**src/source/mu_regs_pkg.sv**
```systemverilog
package mu_regs_pkg;

	////////////////////////////////////////////////////////////
	// bus geometry
	////////////////////////////////////////////////////////////
	localparam int WB_DATA_W = 32;
	localparam int WB_SEL_W = WB_DATA_W / 8;
	// word index sits in adr[4:2]
	localparam int REG_ADDR_W = 3;
	localparam int REG_ADDR_LSB = 2;

	typedef logic [WB_DATA_W-1:0] wb_data_t;
	typedef logic [REG_ADDR_W-1:0] reg_addr_t;

	////////////////////////////////////////////////////////////
	// register map
	////////////////////////////////////////////////////////////
	localparam reg_addr_t REG_DELTA = 3'd0;
	localparam reg_addr_t REG_CTL = 3'd1;
	localparam reg_addr_t REG_THRESHOLD = 3'd2;
	localparam reg_addr_t REG_POINT = 3'd3;

	// delta register, threshold step low, delay step above it
	localparam int THR_DELTA_LSB = 0;
	localparam int DLY_DELTA_LSB = 16;
	localparam int CTL_RUN_BIT = 0;
	localparam int CTL_BUSY_BIT = 1;
	localparam int DIRECT_THR_LSB = 0;
	localparam int THR_RDY1_BIT = 0;
	localparam int THR_RDY2_BIT = 1;
	// point word is {channel, delay code, threshold, valid}
	localparam int POINT_VALID_BIT = 0;
	localparam int POINT_DATA_LSB = 1;

endpackage

```
**src/source/mu_meas_pkg.sv**
```systemverilog
package mu_meas_pkg;

	////////////////////////////////////////////////////////////
	// measurement widths
	////////////////////////////////////////////////////////////
	localparam int THRESHOLD_W = 16;
	localparam int DELAY_CODE_W = 10;
	// dac frame is zero padding then the code
	localparam int DAC_FRAME_W = 24;
	localparam int DAC_PAD_W = DAC_FRAME_W - THRESHOLD_W;

	typedef logic [THRESHOLD_W-1:0] threshold_t;
	typedef logic [DELAY_CODE_W-1:0] delay_code_t;

	// one measured point, channel tag on top
	typedef struct packed {
		logic channel;
		delay_code_t delay_code;
		threshold_t threshold;
	} point_t;

	// per-channel scan sequence
	typedef enum logic [2:0] {
		scan_idle,
		scan_load,
		scan_wait_dac,
		scan_sample,
		scan_emit,
		scan_done
	} scan_state_t;

endpackage

```
**src/source/mu_ctl_if.sv**
```systemverilog
`timescale 1ns/1ps

interface mu_ctl_if;
	import mu_meas_pkg::*;

	// scan enable, shared by both channels
	logic run;
	// step sizes
	threshold_t threshold_delta;
	delay_code_t delay_delta;
	// direct dac write, one-cycle strobe
	threshold_t direct_code;
	logic direct_wre;

	modport regs (
		output run, threshold_delta, delay_delta, direct_code, direct_wre
	);

	modport scan (
		input run, threshold_delta, delay_delta, direct_code, direct_wre
	);

endinterface

```
**src/source/mu_wb_regs.sv**
```systemverilog
`timescale 1ns/1ps

module mu_wb_regs #(
	parameter mu_meas_pkg::delay_code_t DEFAULT_DELAY_DELTA = 10'd1,
	parameter mu_meas_pkg::threshold_t DEFAULT_THRESHOLD_DELTA = 16'd1
) (
	input	logic				wb_clk_i,
	input	logic				wb_rst_i,
	input	mu_regs_pkg::wb_data_t		wb_dat_i,
	input	mu_regs_pkg::wb_data_t		wb_adr_i,
	input	logic				wb_we_i,
	input	logic [mu_regs_pkg::WB_SEL_W-1:0]	wb_sel_i,
	input	logic				wb_cyc_i,
	input	logic				wb_stb_i,
	output	mu_regs_pkg::wb_data_t		wb_dat_o,
	output	logic				wb_ack_o,
	mu_ctl_if.regs				ctl,
	input	logic [1:0]			scan_busy_i,
	input	logic [1:0]			dac_rdy_i,
	input	mu_meas_pkg::point_t		fifo_head_i,
	input	logic				fifo_n_empty_i,
	output	logic				fifo_pop_o
);
	import mu_regs_pkg::*;
	import mu_meas_pkg::*;

	reg_addr_t addr;
	logic wb_req;
	logic wb_acc;
	logic wr_delta;
	logic wr_ctl;
	logic wr_thr;
	logic rd_point;
	logic any_busy;
	// set once a started scan has shown busy
	logic scan_seen;
	wb_data_t cur_word;
	wb_data_t merged_word;
	wb_data_t rd_word;

	////////////////////////////////////////////////////////////
	// cycle decode
	////////////////////////////////////////////////////////////
	assign addr = wb_adr_i[REG_ADDR_LSB +: REG_ADDR_W];
	assign wb_req = wb_cyc_i & wb_stb_i;
	// no access in the cycle right after ack
	assign wb_acc = wb_req & ~wb_ack_o;
	assign wr_delta = wb_acc & wb_we_i & (addr == REG_DELTA);
	assign wr_ctl = wb_acc & wb_we_i & (addr == REG_CTL);
	assign wr_thr = wb_acc & wb_we_i & (addr == REG_THRESHOLD);
	assign rd_point = wb_acc & ~wb_we_i & (addr == REG_POINT);
	// empty fifo reads give valid 0 and pop nothing
	assign fifo_pop_o = rd_point & fifo_n_empty_i;
	assign any_busy = |scan_busy_i;

	// current value of the addressed register
	always_comb begin
		cur_word = '0;
		case (addr)
			REG_DELTA: begin
				cur_word[THR_DELTA_LSB +: THRESHOLD_W] = ctl.threshold_delta;
				cur_word[DLY_DELTA_LSB +: DELAY_CODE_W] = ctl.delay_delta;
			end
			REG_CTL: begin
				cur_word[CTL_RUN_BIT] = ctl.run;
				cur_word[CTL_BUSY_BIT] = any_busy;
			end
			REG_THRESHOLD: begin
				cur_word[DIRECT_THR_LSB +: THRESHOLD_W] = ctl.direct_code;
			end
			default: begin
				cur_word = '0;
			end
		endcase
	end

	// byte lanes not selected keep their old value
	always_comb begin
		for (int b = 0; b < WB_SEL_W; b++) begin
			merged_word[8*b +: 8] = wb_sel_i[b] ? wb_dat_i[8*b +: 8] : cur_word[8*b +: 8];
		end
	end

	// read mux
	always_comb begin
		rd_word = '0;
		case (addr)
			REG_DELTA, REG_CTL: begin
				rd_word = cur_word;
			end
			REG_THRESHOLD: begin
				rd_word[THR_RDY1_BIT] = dac_rdy_i[0];
				rd_word[THR_RDY2_BIT] = dac_rdy_i[1];
			end
			REG_POINT: begin
				if (fifo_n_empty_i) begin
					rd_word[POINT_VALID_BIT] = 1'b1;
					rd_word[POINT_DATA_LSB +: $bits(point_t)] = fifo_head_i;
				end
			end
			default: begin
				rd_word = '0;
			end
		endcase
	end

	////////////////////////////////////////////////////////////
	// ack and read data
	////////////////////////////////////////////////////////////
	always_ff @(posedge wb_clk_i, posedge wb_rst_i) begin
		if (wb_rst_i) begin
			wb_ack_o <= 1'b0;
		end else begin
			wb_ack_o <= wb_acc;
		end
	end

	always_ff @(posedge wb_clk_i) begin
		if (wb_acc) begin
			wb_dat_o <= rd_word;
		end
	end

	////////////////////////////////////////////////////////////
	// control registers
	////////////////////////////////////////////////////////////
	always_ff @(posedge wb_clk_i, posedge wb_rst_i) begin
		if (wb_rst_i) begin
			ctl.threshold_delta <= DEFAULT_THRESHOLD_DELTA;
			ctl.delay_delta <= DEFAULT_DELAY_DELTA;
		end else if (wr_delta) begin
			ctl.threshold_delta <= merged_word[THR_DELTA_LSB +: THRESHOLD_W];
			ctl.delay_delta <= merged_word[DLY_DELTA_LSB +: DELAY_CODE_W];
		end
	end

	// run drops by itself once both channels have finished
	always_ff @(posedge wb_clk_i, posedge wb_rst_i) begin
		if (wb_rst_i) begin
			ctl.run <= 1'b0;
			scan_seen <= 1'b0;
		end else if (wr_ctl) begin
			ctl.run <= merged_word[CTL_RUN_BIT];
			scan_seen <= 1'b0;
		end else if (ctl.run && scan_seen && !any_busy) begin
			ctl.run <= 1'b0;
			scan_seen <= 1'b0;
		end else if (ctl.run && any_busy) begin
			scan_seen <= 1'b1;
		end
	end

	// direct threshold, strobe lasts one cycle
	always_ff @(posedge wb_clk_i, posedge wb_rst_i) begin
		if (wb_rst_i) begin
			ctl.direct_code <= '0;
			ctl.direct_wre <= 1'b0;
		end else begin
			ctl.direct_wre <= wr_thr;
			if (wr_thr) begin
				ctl.direct_code <= merged_word[DIRECT_THR_LSB +: THRESHOLD_W];
			end
		end
	end

endmodule

```
**src/source/threshold_scan.sv**
```systemverilog
`timescale 1ns/1ps

module threshold_scan #(
	parameter logic CHANNEL = 1'b0
) (
	input	logic				wb_clk_i,
	input	logic				wb_rst_i,
	mu_ctl_if.scan				ctl,
	input	logic				cmp_i,
	output	mu_meas_pkg::threshold_t	dac_code_o,
	output	logic				dac_wre_o,
	input	logic				dac_rdy_i,
	output	mu_meas_pkg::delay_code_t	delay_code_o,
	output	mu_meas_pkg::point_t		point_o,
	output	logic				point_valid_o,
	input	logic				point_accept_i,
	output	logic				busy_o
);
	import mu_meas_pkg::*;

	scan_state_t state;
	threshold_t threshold;
	delay_code_t delay_code;
	// one extra bit catches the carry
	logic [THRESHOLD_W:0] threshold_sum;
	logic [DELAY_CODE_W:0] delay_sum;

	assign threshold_sum = {1'b0, threshold} + {1'b0, ctl.threshold_delta};
	assign delay_sum = {1'b0, delay_code} + {1'b0, ctl.delay_delta};

	////////////////////////////////////////////////////////////
	// dac side
	////////////////////////////////////////////////////////////
	// idle forwards software writes, otherwise the scan threshold
	assign dac_code_o = (state == scan_idle) ? ctl.direct_code : threshold;
	assign dac_wre_o = dac_rdy_i & (((state == scan_idle) & ctl.direct_wre & ~ctl.run) |
		(state == scan_load));

	assign delay_code_o = delay_code;
	assign point_o = '{channel: CHANNEL, delay_code: delay_code, threshold: threshold};
	assign point_valid_o = (state == scan_emit);
	assign busy_o = (state == scan_load) | (state == scan_wait_dac) |
		(state == scan_sample) | (state == scan_emit);

	////////////////////////////////////////////////////////////
	// scan fsm
	////////////////////////////////////////////////////////////
	always_ff @(posedge wb_clk_i, posedge wb_rst_i) begin
		if (wb_rst_i) begin
			state <= scan_idle;
			threshold <= '0;
			delay_code <= '0;
		end else if (!ctl.run) begin
			// clearing run aborts or releases done
			state <= scan_idle;
		end else begin
			case (state)
				scan_idle: begin
					threshold <= '0;
					delay_code <= '0;
					state <= scan_load;
				end
				// write goes out once the dac is free
				scan_load: begin
					if (dac_rdy_i) begin
						state <= scan_wait_dac;
					end
				end
				scan_wait_dac: begin
					if (dac_rdy_i) begin
						state <= scan_sample;
					end
				end
				// comparator low or top reached gives a point
				scan_sample: begin
					if (!cmp_i || threshold_sum[THRESHOLD_W]) begin
						state <= scan_emit;
					end else begin
						threshold <= threshold_sum[THRESHOLD_W-1:0];
						state <= scan_load;
					end
				end
				// held until the fifo takes it
				scan_emit: begin
					if (point_accept_i) begin
						if (delay_sum[DELAY_CODE_W]) begin
							state <= scan_done;
						end else begin
							delay_code <= delay_sum[DELAY_CODE_W-1:0];
							threshold <= '0;
							state <= scan_load;
						end
					end
				end
				default: begin
					state <= scan_done;
				end
			endcase
		end
	end

endmodule

```
**src/source/dac_spi_master.sv**
```systemverilog
`timescale 1ns/1ps

module dac_spi_master #(
	parameter int CLK_DIV = 3,
	parameter int WAIT_CYCLES = 3
) (
	input	logic				wb_clk_i,
	input	logic				wb_rst_i,
	input	mu_meas_pkg::threshold_t	code_i,
	input	logic				wre_i,
	output	logic				rdy_o,
	output	logic				sync_o,
	output	logic				sclk_o,
	output	logic				sdi_o
);
	import mu_meas_pkg::*;

	// one bit spans 2*CLK_DIV clocks
	localparam int DIV_W = $clog2(2 * CLK_DIV);
	localparam int BIT_W = $clog2(DAC_FRAME_W);
	localparam int WAIT_W = $clog2(WAIT_CYCLES + 1);

	typedef enum logic [1:0] {
		spi_idle,
		spi_lead,
		spi_shift,
		spi_wait
	} spi_state_t;

	spi_state_t state;
	logic [DAC_FRAME_W-1:0] frame;
	logic [DIV_W-1:0] div_cnt;
	logic [BIT_W-1:0] bit_cnt;
	logic [WAIT_W-1:0] wait_cnt;
	logic half_end;
	logic bit_end;
	logic last_bit;
	logic wait_end;

	assign half_end = (div_cnt == DIV_W'(CLK_DIV - 1));
	assign bit_end = (div_cnt == DIV_W'(2 * CLK_DIV - 1));
	assign last_bit = (bit_cnt == BIT_W'(DAC_FRAME_W - 1));
	assign wait_end = (wait_cnt == WAIT_W'(WAIT_CYCLES - 1));
	assign rdy_o = (state == spi_idle);
	// msb first
	assign sdi_o = frame[DAC_FRAME_W-1];

	always_ff @(posedge wb_clk_i, posedge wb_rst_i) begin
		if (wb_rst_i) begin
			state <= spi_idle;
			frame <= '0;
			div_cnt <= '0;
			bit_cnt <= '0;
			wait_cnt <= '0;
			sync_o <= 1'b1;
			sclk_o <= 1'b0;
		end else begin
			case (state)
				spi_idle: begin
					if (wre_i) begin
						frame <= {{DAC_PAD_W{1'b0}}, code_i};
						state <= spi_lead;
					end
				end
				// sync drops one clock after accept
				spi_lead: begin
					sync_o <= 1'b0;
					div_cnt <= '0;
					bit_cnt <= '0;
					state <= spi_shift;
				end
				// sclk low first half, high second half
				spi_shift: begin
					if (bit_end) begin
						sclk_o <= 1'b0;
						div_cnt <= '0;
						if (last_bit) begin
							sync_o <= 1'b1;
							wait_cnt <= '0;
							state <= spi_wait;
						end else begin
							frame <= {frame[DAC_FRAME_W-2:0], 1'b0};
							bit_cnt <= bit_cnt + 1'b1;
						end
					end else begin
						div_cnt <= div_cnt + 1'b1;
						if (half_end) begin
							sclk_o <= 1'b1;
						end
					end
				end
				// dac settle time before next frame
				default: begin
					if (wait_end) begin
						state <= spi_idle;
					end else begin
						wait_cnt <= wait_cnt + 1'b1;
					end
				end
			endcase
		end
	end

endmodule

```
**src/source/point_fifo.sv**
```systemverilog
`timescale 1ns/1ps

module point_fifo #(
	parameter int FIFO_DEPTH_LOG2 = 4
) (
	input	logic			wb_clk_i,
	input	logic			wb_rst_i,
	input	mu_meas_pkg::point_t	p1_i,
	input	mu_meas_pkg::point_t	p2_i,
	input	logic			p1_valid_i,
	input	logic			p2_valid_i,
	output	logic			p1_accept_o,
	output	logic			p2_accept_o,
	output	mu_meas_pkg::point_t	head_o,
	output	logic			n_empty_o,
	input	logic			pop_i
);
	import mu_meas_pkg::*;

	localparam int DEPTH = 2 ** FIFO_DEPTH_LOG2;

	point_t mem [DEPTH];
	logic [FIFO_DEPTH_LOG2-1:0] wr_ptr;
	logic [FIFO_DEPTH_LOG2-1:0] rd_ptr;
	logic [FIFO_DEPTH_LOG2:0] count;
	logic full;
	logic wr_en;
	logic rd_en;
	point_t wr_data;

	// count never passes DEPTH so the top bit means full
	assign full = count[FIFO_DEPTH_LOG2];
	assign n_empty_o = (count != '0);
	// channel 1 wins, channel 2 waits a cycle
	assign p1_accept_o = p1_valid_i & ~full;
	assign p2_accept_o = p2_valid_i & ~p1_valid_i & ~full;
	assign wr_en = p1_accept_o | p2_accept_o;
	assign wr_data = p1_accept_o ? p1_i : p2_i;
	assign rd_en = pop_i & n_empty_o;
	assign head_o = mem[rd_ptr];

	always_ff @(posedge wb_clk_i) begin
		if (wr_en) begin
			mem[wr_ptr] <= wr_data;
		end
	end

	always_ff @(posedge wb_clk_i, posedge wb_rst_i) begin
		if (wb_rst_i) begin
			wr_ptr <= '0;
			rd_ptr <= '0;
			count <= '0;
		end else begin
			if (wr_en) begin
				wr_ptr <= wr_ptr + 1'b1;
			end
			if (rd_en) begin
				rd_ptr <= rd_ptr + 1'b1;
			end
			if (wr_en && !rd_en) begin
				count <= count + 1'b1;
			end else if (rd_en && !wr_en) begin
				count <= count - 1'b1;
			end
		end
	end

endmodule

```
**src/source/measure_unit.sv**
```systemverilog
`timescale 1ns/1ps

module measure_unit #(
	parameter int CLK_DIV = 3,
	parameter int WAIT_CYCLES = 3,
	parameter mu_meas_pkg::delay_code_t DEFAULT_DELAY_DELTA = 10'd1,
	parameter mu_meas_pkg::threshold_t DEFAULT_THRESHOLD_DELTA = 16'd1,
	parameter int FIFO_DEPTH_LOG2 = 4
) (
	// wishbone
	input	logic				wb_clk_i,
	input	logic				wb_rst_i,
	input	mu_regs_pkg::wb_data_t		wb_dat_i,
	input	mu_regs_pkg::wb_data_t		wb_adr_i,
	input	logic				wb_we_i,
	input	logic [mu_regs_pkg::WB_SEL_W-1:0]	wb_sel_i,
	input	logic				wb_cyc_i,
	input	logic				wb_stb_i,
	output	mu_regs_pkg::wb_data_t		wb_dat_o,
	output	logic				wb_ack_o,
	// comparators
	input	logic				cmp1_i,
	input	logic				cmp2_i,
	// dac links
	output	logic				dac1_sync_o,
	output	logic				dac1_sclk_o,
	output	logic				dac1_sdi_o,
	output	logic				dac2_sync_o,
	output	logic				dac2_sclk_o,
	output	logic				dac2_sdi_o,
	// delay lines
	output	mu_meas_pkg::delay_code_t	delay1_code_o,
	output	mu_meas_pkg::delay_code_t	delay2_code_o
);
	import mu_meas_pkg::*;

	logic [1:0] scan_busy;
	logic [1:0] dac_rdy;
	threshold_t dac1_code;
	threshold_t dac2_code;
	logic dac1_wre;
	logic dac2_wre;
	point_t point1;
	point_t point2;
	logic point1_valid;
	logic point2_valid;
	logic point1_accept;
	logic point2_accept;
	point_t fifo_head;
	logic fifo_n_empty;
	logic fifo_pop;

	mu_ctl_if ctl_bus ();

	////////////////////////////////////////////////////////////
	// input side
	////////////////////////////////////////////////////////////
	mu_wb_regs #(
		.DEFAULT_DELAY_DELTA		(DEFAULT_DELAY_DELTA),
		.DEFAULT_THRESHOLD_DELTA	(DEFAULT_THRESHOLD_DELTA)
	) regs_inst (
		.wb_clk_i	(wb_clk_i),
		.wb_rst_i	(wb_rst_i),
		.wb_dat_i	(wb_dat_i),
		.wb_adr_i	(wb_adr_i),
		.wb_we_i	(wb_we_i),
		.wb_sel_i	(wb_sel_i),
		.wb_cyc_i	(wb_cyc_i),
		.wb_stb_i	(wb_stb_i),
		.wb_dat_o	(wb_dat_o),
		.wb_ack_o	(wb_ack_o),
		.ctl		(ctl_bus.regs),
		.scan_busy_i	(scan_busy),
		.dac_rdy_i	(dac_rdy),
		.fifo_head_i	(fifo_head),
		.fifo_n_empty_i	(fifo_n_empty),
		.fifo_pop_o	(fifo_pop)
	);

	////////////////////////////////////////////////////////////
	// scan controllers, channel 0 feeds fifo port 1
	////////////////////////////////////////////////////////////
	threshold_scan #(.CHANNEL(1'b0)) scan1_inst (
		.wb_clk_i	(wb_clk_i),
		.wb_rst_i	(wb_rst_i),
		.ctl		(ctl_bus.scan),
		.cmp_i		(cmp1_i),
		.dac_code_o	(dac1_code),
		.dac_wre_o	(dac1_wre),
		.dac_rdy_i	(dac_rdy[0]),
		.delay_code_o	(delay1_code_o),
		.point_o	(point1),
		.point_valid_o	(point1_valid),
		.point_accept_i	(point1_accept),
		.busy_o		(scan_busy[0])
	);

	threshold_scan #(.CHANNEL(1'b1)) scan2_inst (
		.wb_clk_i	(wb_clk_i),
		.wb_rst_i	(wb_rst_i),
		.ctl		(ctl_bus.scan),
		.cmp_i		(cmp2_i),
		.dac_code_o	(dac2_code),
		.dac_wre_o	(dac2_wre),
		.dac_rdy_i	(dac_rdy[1]),
		.delay_code_o	(delay2_code_o),
		.point_o	(point2),
		.point_valid_o	(point2_valid),
		.point_accept_i	(point2_accept),
		.busy_o		(scan_busy[1])
	);

	////////////////////////////////////////////////////////////
	// output side
	////////////////////////////////////////////////////////////
	dac_spi_master #(.CLK_DIV(CLK_DIV), .WAIT_CYCLES(WAIT_CYCLES)) dac1_inst (
		.wb_clk_i	(wb_clk_i),
		.wb_rst_i	(wb_rst_i),
		.code_i		(dac1_code),
		.wre_i		(dac1_wre),
		.rdy_o		(dac_rdy[0]),
		.sync_o		(dac1_sync_o),
		.sclk_o		(dac1_sclk_o),
		.sdi_o		(dac1_sdi_o)
	);

	dac_spi_master #(.CLK_DIV(CLK_DIV), .WAIT_CYCLES(WAIT_CYCLES)) dac2_inst (
		.wb_clk_i	(wb_clk_i),
		.wb_rst_i	(wb_rst_i),
		.code_i		(dac2_code),
		.wre_i		(dac2_wre),
		.rdy_o		(dac_rdy[1]),
		.sync_o		(dac2_sync_o),
		.sclk_o		(dac2_sclk_o),
		.sdi_o		(dac2_sdi_o)
	);

	point_fifo #(.FIFO_DEPTH_LOG2(FIFO_DEPTH_LOG2)) fifo_inst (
		.wb_clk_i	(wb_clk_i),
		.wb_rst_i	(wb_rst_i),
		.p1_i		(point1),
		.p2_i		(point2),
		.p1_valid_i	(point1_valid),
		.p2_valid_i	(point2_valid),
		.p1_accept_o	(point1_accept),
		.p2_accept_o	(point2_accept),
		.head_o		(fifo_head),
		.n_empty_o	(fifo_n_empty),
		.pop_i		(fifo_pop)
	);

endmodule

```
**config.mk**
```make
export PLATFORM = sky130hd
export DESIGN_NAME = measure_unit
export DESIGN_NICKNAME = d
export VERILOG_FILES = /design/src/source/mu_regs_pkg.sv /design/src/source/mu_meas_pkg.sv /design/src/source/mu_ctl_if.sv /design/src/source/mu_wb_regs.sv /design/src/source/threshold_scan.sv /design/src/source/dac_spi_master.sv /design/src/source/point_fifo.sv /design/src/source/measure_unit.sv
export SDC_FILE = /design/constraint.sdc
export NUM_CORES = 1
export LEC_CHECK = 0
export BUFFER_PORTS_ARGS = -buffer_cell sky130_fd_sc_hd__buf_2
export CORE_MARGIN = 2
export CORE_UTILIZATION = 56
export CTS_BUF_LIST = sky130_fd_sc_hd__clkbuf_16
export DETAILED_ROUTE_END_ITERATION = 8
export PLACE_DENSITY = 0.8
export SYNTH_ARGS = -nofsm -noshare
export SYNTH_HDL_FRONTEND = slang
export SYNTH_SLANG_ARGS = --single-unit
```
**constraint.sdc**
```tcl
create_clock -name wb_clk_i -period 7.6 [get_ports wb_clk_i]
set_clock_uncertainty 0.05 [all_clocks]
set_input_delay 2.28 -clock wb_clk_i [delete_from_list [all_inputs] [get_ports wb_clk_i]]
set_output_delay 2.28 -clock wb_clk_i [all_outputs]
set_load 0.05 [all_outputs]
```
==> impl_metrics.json <==
{
  "status": "completed",
  "wire_per_inst_um": 24.5,
  "numClockSinks": 653,
  "drt-total-wl_um": 70700,
  "dpl.cell_count": 2778,
  "io_pins": 134,
  "finalHoldViolations": 0,
  "layout-drive-gt1-share": 0.200,
  "dp_worst_setup_slack_ns": 2.65,
  "drtIter0Drc": 1968,
  "antenna_found_initial": 0,
  "cts_resized": 0,
  "die-area_mm2": 0.0545,
  "cp-start-kind": "primary input",
  "fillers": 3666,
  "multi_input_area_mm2": 0.00999,
  "clk_pin_slew_worst_paths_ns": 0.06,
  "start_util": 0.563,
  "seqPwrFrac": 0.487,
  "p_comb_frac": 0.157,
  "ys_seq_area_frac": 0.633,
  "syn_area_mm2": 0.0295,
  "portBuffers": 94,
  "power_switching_mw": 2.20,
  "p_int_mw": 6.13,
  "drv_slew": 0,
  "grt_pass1_wl_um": 107000,
  "setup_slack_ns": 3.23,
  "timing.max_cap.violations": 0,
  "place_congestion": 0.927,
  "synth_flop_cell": "edfxtp_1",
  "nets": 2305,
  "required_ns": 8.07,
  "seq_area_mm2": 0.0187,
  "root_buffer": "clkbuf_16",
  "placed_cell_area_mm2": 0.0306,
  "synthCells": 2074,
  "dieWidth_um": 233,
  "route.detailed.drc": 0,
  "final.period_utilization": 0.575,
  "syn_to_final_growth_pct": 10.4,
  "grt_overflow": 0,
  "ir_worst_vdd_v": 0.000183,
  "async_flop_share": 0.296,
  "grt_usage": 0.264,
  "switching_share": 0.264,
  "synth_top_cell_by_area": "edfxtp_1",
  "core-area_mm2": 0.0523,
  "p_leak_nw": 12.1,
  "min_period_ns": 4.37,
  "synth_top_cell_area_share": 0.469,
  "dieHeight_um": 233,
  "diodes": 0,
  "dpl.hpwl_um": 43300,
  "clock_path_buffers": 3,
  "worst_setup_path_end_kind": "flop",
  "rows": 84,
  "setup_viol": 0,
  "setup_tns_ns": 0,
  "slew_headroom": 0.179,
  "syn_area_per_cell_um2": 14.2,
  "ant_nets": 0,
  "cts_setup_buffers": 0,
  "grt_pass1_vias": 18462,
  "fin_util": 0.621,
  "grt_start_max_net_pins": 137,
  "critPathMaxFanout": 29,
  "holdWs_ns": 0.430,
  "hold_class": "flop to flop",
  "synth-warning-count": 0,
  "design_power_total_mw": 8.33,
  "power_density_mw_per_mm2": 256,
  "synth_edf_count": 460,
  "hold_buffers": 0,
  "final_cells": 2888,
  "clockPowerShare": 0.357,
  "cts_buffers": 61,
  "synthTopCellsByArea": "edfxtp_1, dfrtp_1, mux4_2",
  "grt_setup_unrepaired": "no",
  "critical_path_class": "primary input to flop",
  "ys_ff_latch": 653,
  "fin_area_mm2": 0.0325,
  "clk_latency_ns": 0.65,
  "tritoncts": "yes",
  "tightest_slew_ns": 1.23,
  "synth_cell_types": 71,
  "cp.arrival_ns": 4.84,
  "fmax_ghz": 0.229,
  "h-tree-depth": 2,
  "viasPerCell": 6.28,
  "routed-via-count": 18126,
  "first_pass_iters": 5
}
## cells by family (layout without fill, tap and decap cells)
family                     after synthesis  count (layout)  synth area share
xor gates and xnor gates                40              40            0.0119
muxes                                  235             235             0.141
and+or+nand+nor                        463             463            0.0706
other                                    1               4          0.000127
DFF                                    653             653             0.633
buffers and inverters                  201             324            0.0298
AOI/OAI and AO/OA                      404             404            0.0798
adders and majority gates               77              77            0.0340
## Yosys cell counts, types with 38 or more instances
master	count
edfxtp_1	460
nand2_1	219
dfrtp_1	189
o21ai_0	186
mux4_2	135
a21oi_1	113
nor2_1	97
inv_1	79
ha_1	72
clkbuf_1	69
mux2_2	52
mux2i_1	38
## area by class of cell
class	instances	area share
Multi-Input combinational cell	1223	0.307
Clock buffer	62	0.0477
Clock inverter	48	0.0118
Sequential cell	653	0.574
Timing Repair Buffer	135	0.0239
Inverter	79	0.00935
Tap cell	688	0.0265
## final timing paths
kind                                startpoint                    to  slack (ns)  cells after the start
min in group asynchronous             wb_rst_i  dac1_inst.div_cnt[1]        1.81                      2
hold / removal              dac1_inst.frame[1]    dac1_inst.frame[1]        0.43                      2
hold reg to reg             dac1_inst.frame[1]    dac1_inst.frame[1]        0.43                      2
setup / recovery                   wb_adr_i[4]    fifo_inst.count[4]        3.23                     14
setup reg to reg           scan1_inst.state[0]   fifo_inst.mem[0][8]        3.36                      6
max in group asynchronous             wb_rst_i   dac2_inst.frame[16]        4.31                      3
## flip-flops by register name (all words and copies together) (netlist names), 4 cells and up
name and cells:
dac1_inst.bit_cnt 5, dac1_inst.frame 24, dac2_inst.bit_cnt 5, dac2_inst.frame 24, fifo_inst.count 5, fifo_inst.mem 432
fifo_inst.rd_ptr 4, fifo_inst.wr_ptr 4, regs_inst.ctl.delay_delta 10, regs_inst.ctl.direct_code 16, regs_inst.ctl.threshold_delta 16, regs_inst.wb_dat_o 28
scan1_inst.delay_code_o 10, scan1_inst.threshold 16, scan2_inst.delay_code_o 10, scan2_inst.threshold 16
## worst max-delay path: stages
cell      delay [ns]
buf_2           0.15
nand4b_1        0.18
buf_4           0.28
nor4_1          0.28
buf_4           0.23
inv_1           0.07
ha_1            0.22
inv_1           0.16
ha_1            0.30
a21o_1          0.17
a21oi_1         0.18
xnor2_1         0.14
nor2_1          0.08
xnor2_1         0.14
## metal layers
layer  global-route usage  up-vias  share of wire
met5                    0        -              0
met4                0.120        0          0.042
met3               0.0409      195          0.084
met2                0.443      878           0.50
met1                0.343     9142           0.38
li1                     -     7911              -
## cells in the final DEF (no fill, tap or decap), types with 12 or more instances in the layout
master     count
inv_1         95
nand3_1       22
mux4_2       135
dfrtp_1      185
nor3_1        26
buf_2         94
nor2_1        95
clkbuf_16     62
o21a_1        12
ha_1          72
edfxtp_1     460
buf_4         41
o21ai_0      185
xnor2_1       29
and2_1        19
nor2b_1       18
nand2_1      219
mux2i_1       38
clkinv_1      13
a211oi_1      13
a21oi_1      113
mux2_2        52
o31ai_1       13
## power groups by stage
stage / logic (mW) / clock network (mW) / registers [mW]
after floorplan: 1.02 / 0 / 4.08
after global placement: 1.25 / 0 / 4.12
after detailed placement: 1.30 / 0 / 4.13
after CTS: 1.31 / 3.00 / 4.06
after global routing: 1.42 / 3.13 / 4.07
final: 1.31 / 2.97 / 4.06
Note: power is estimated with default switching activity, not from simulation.
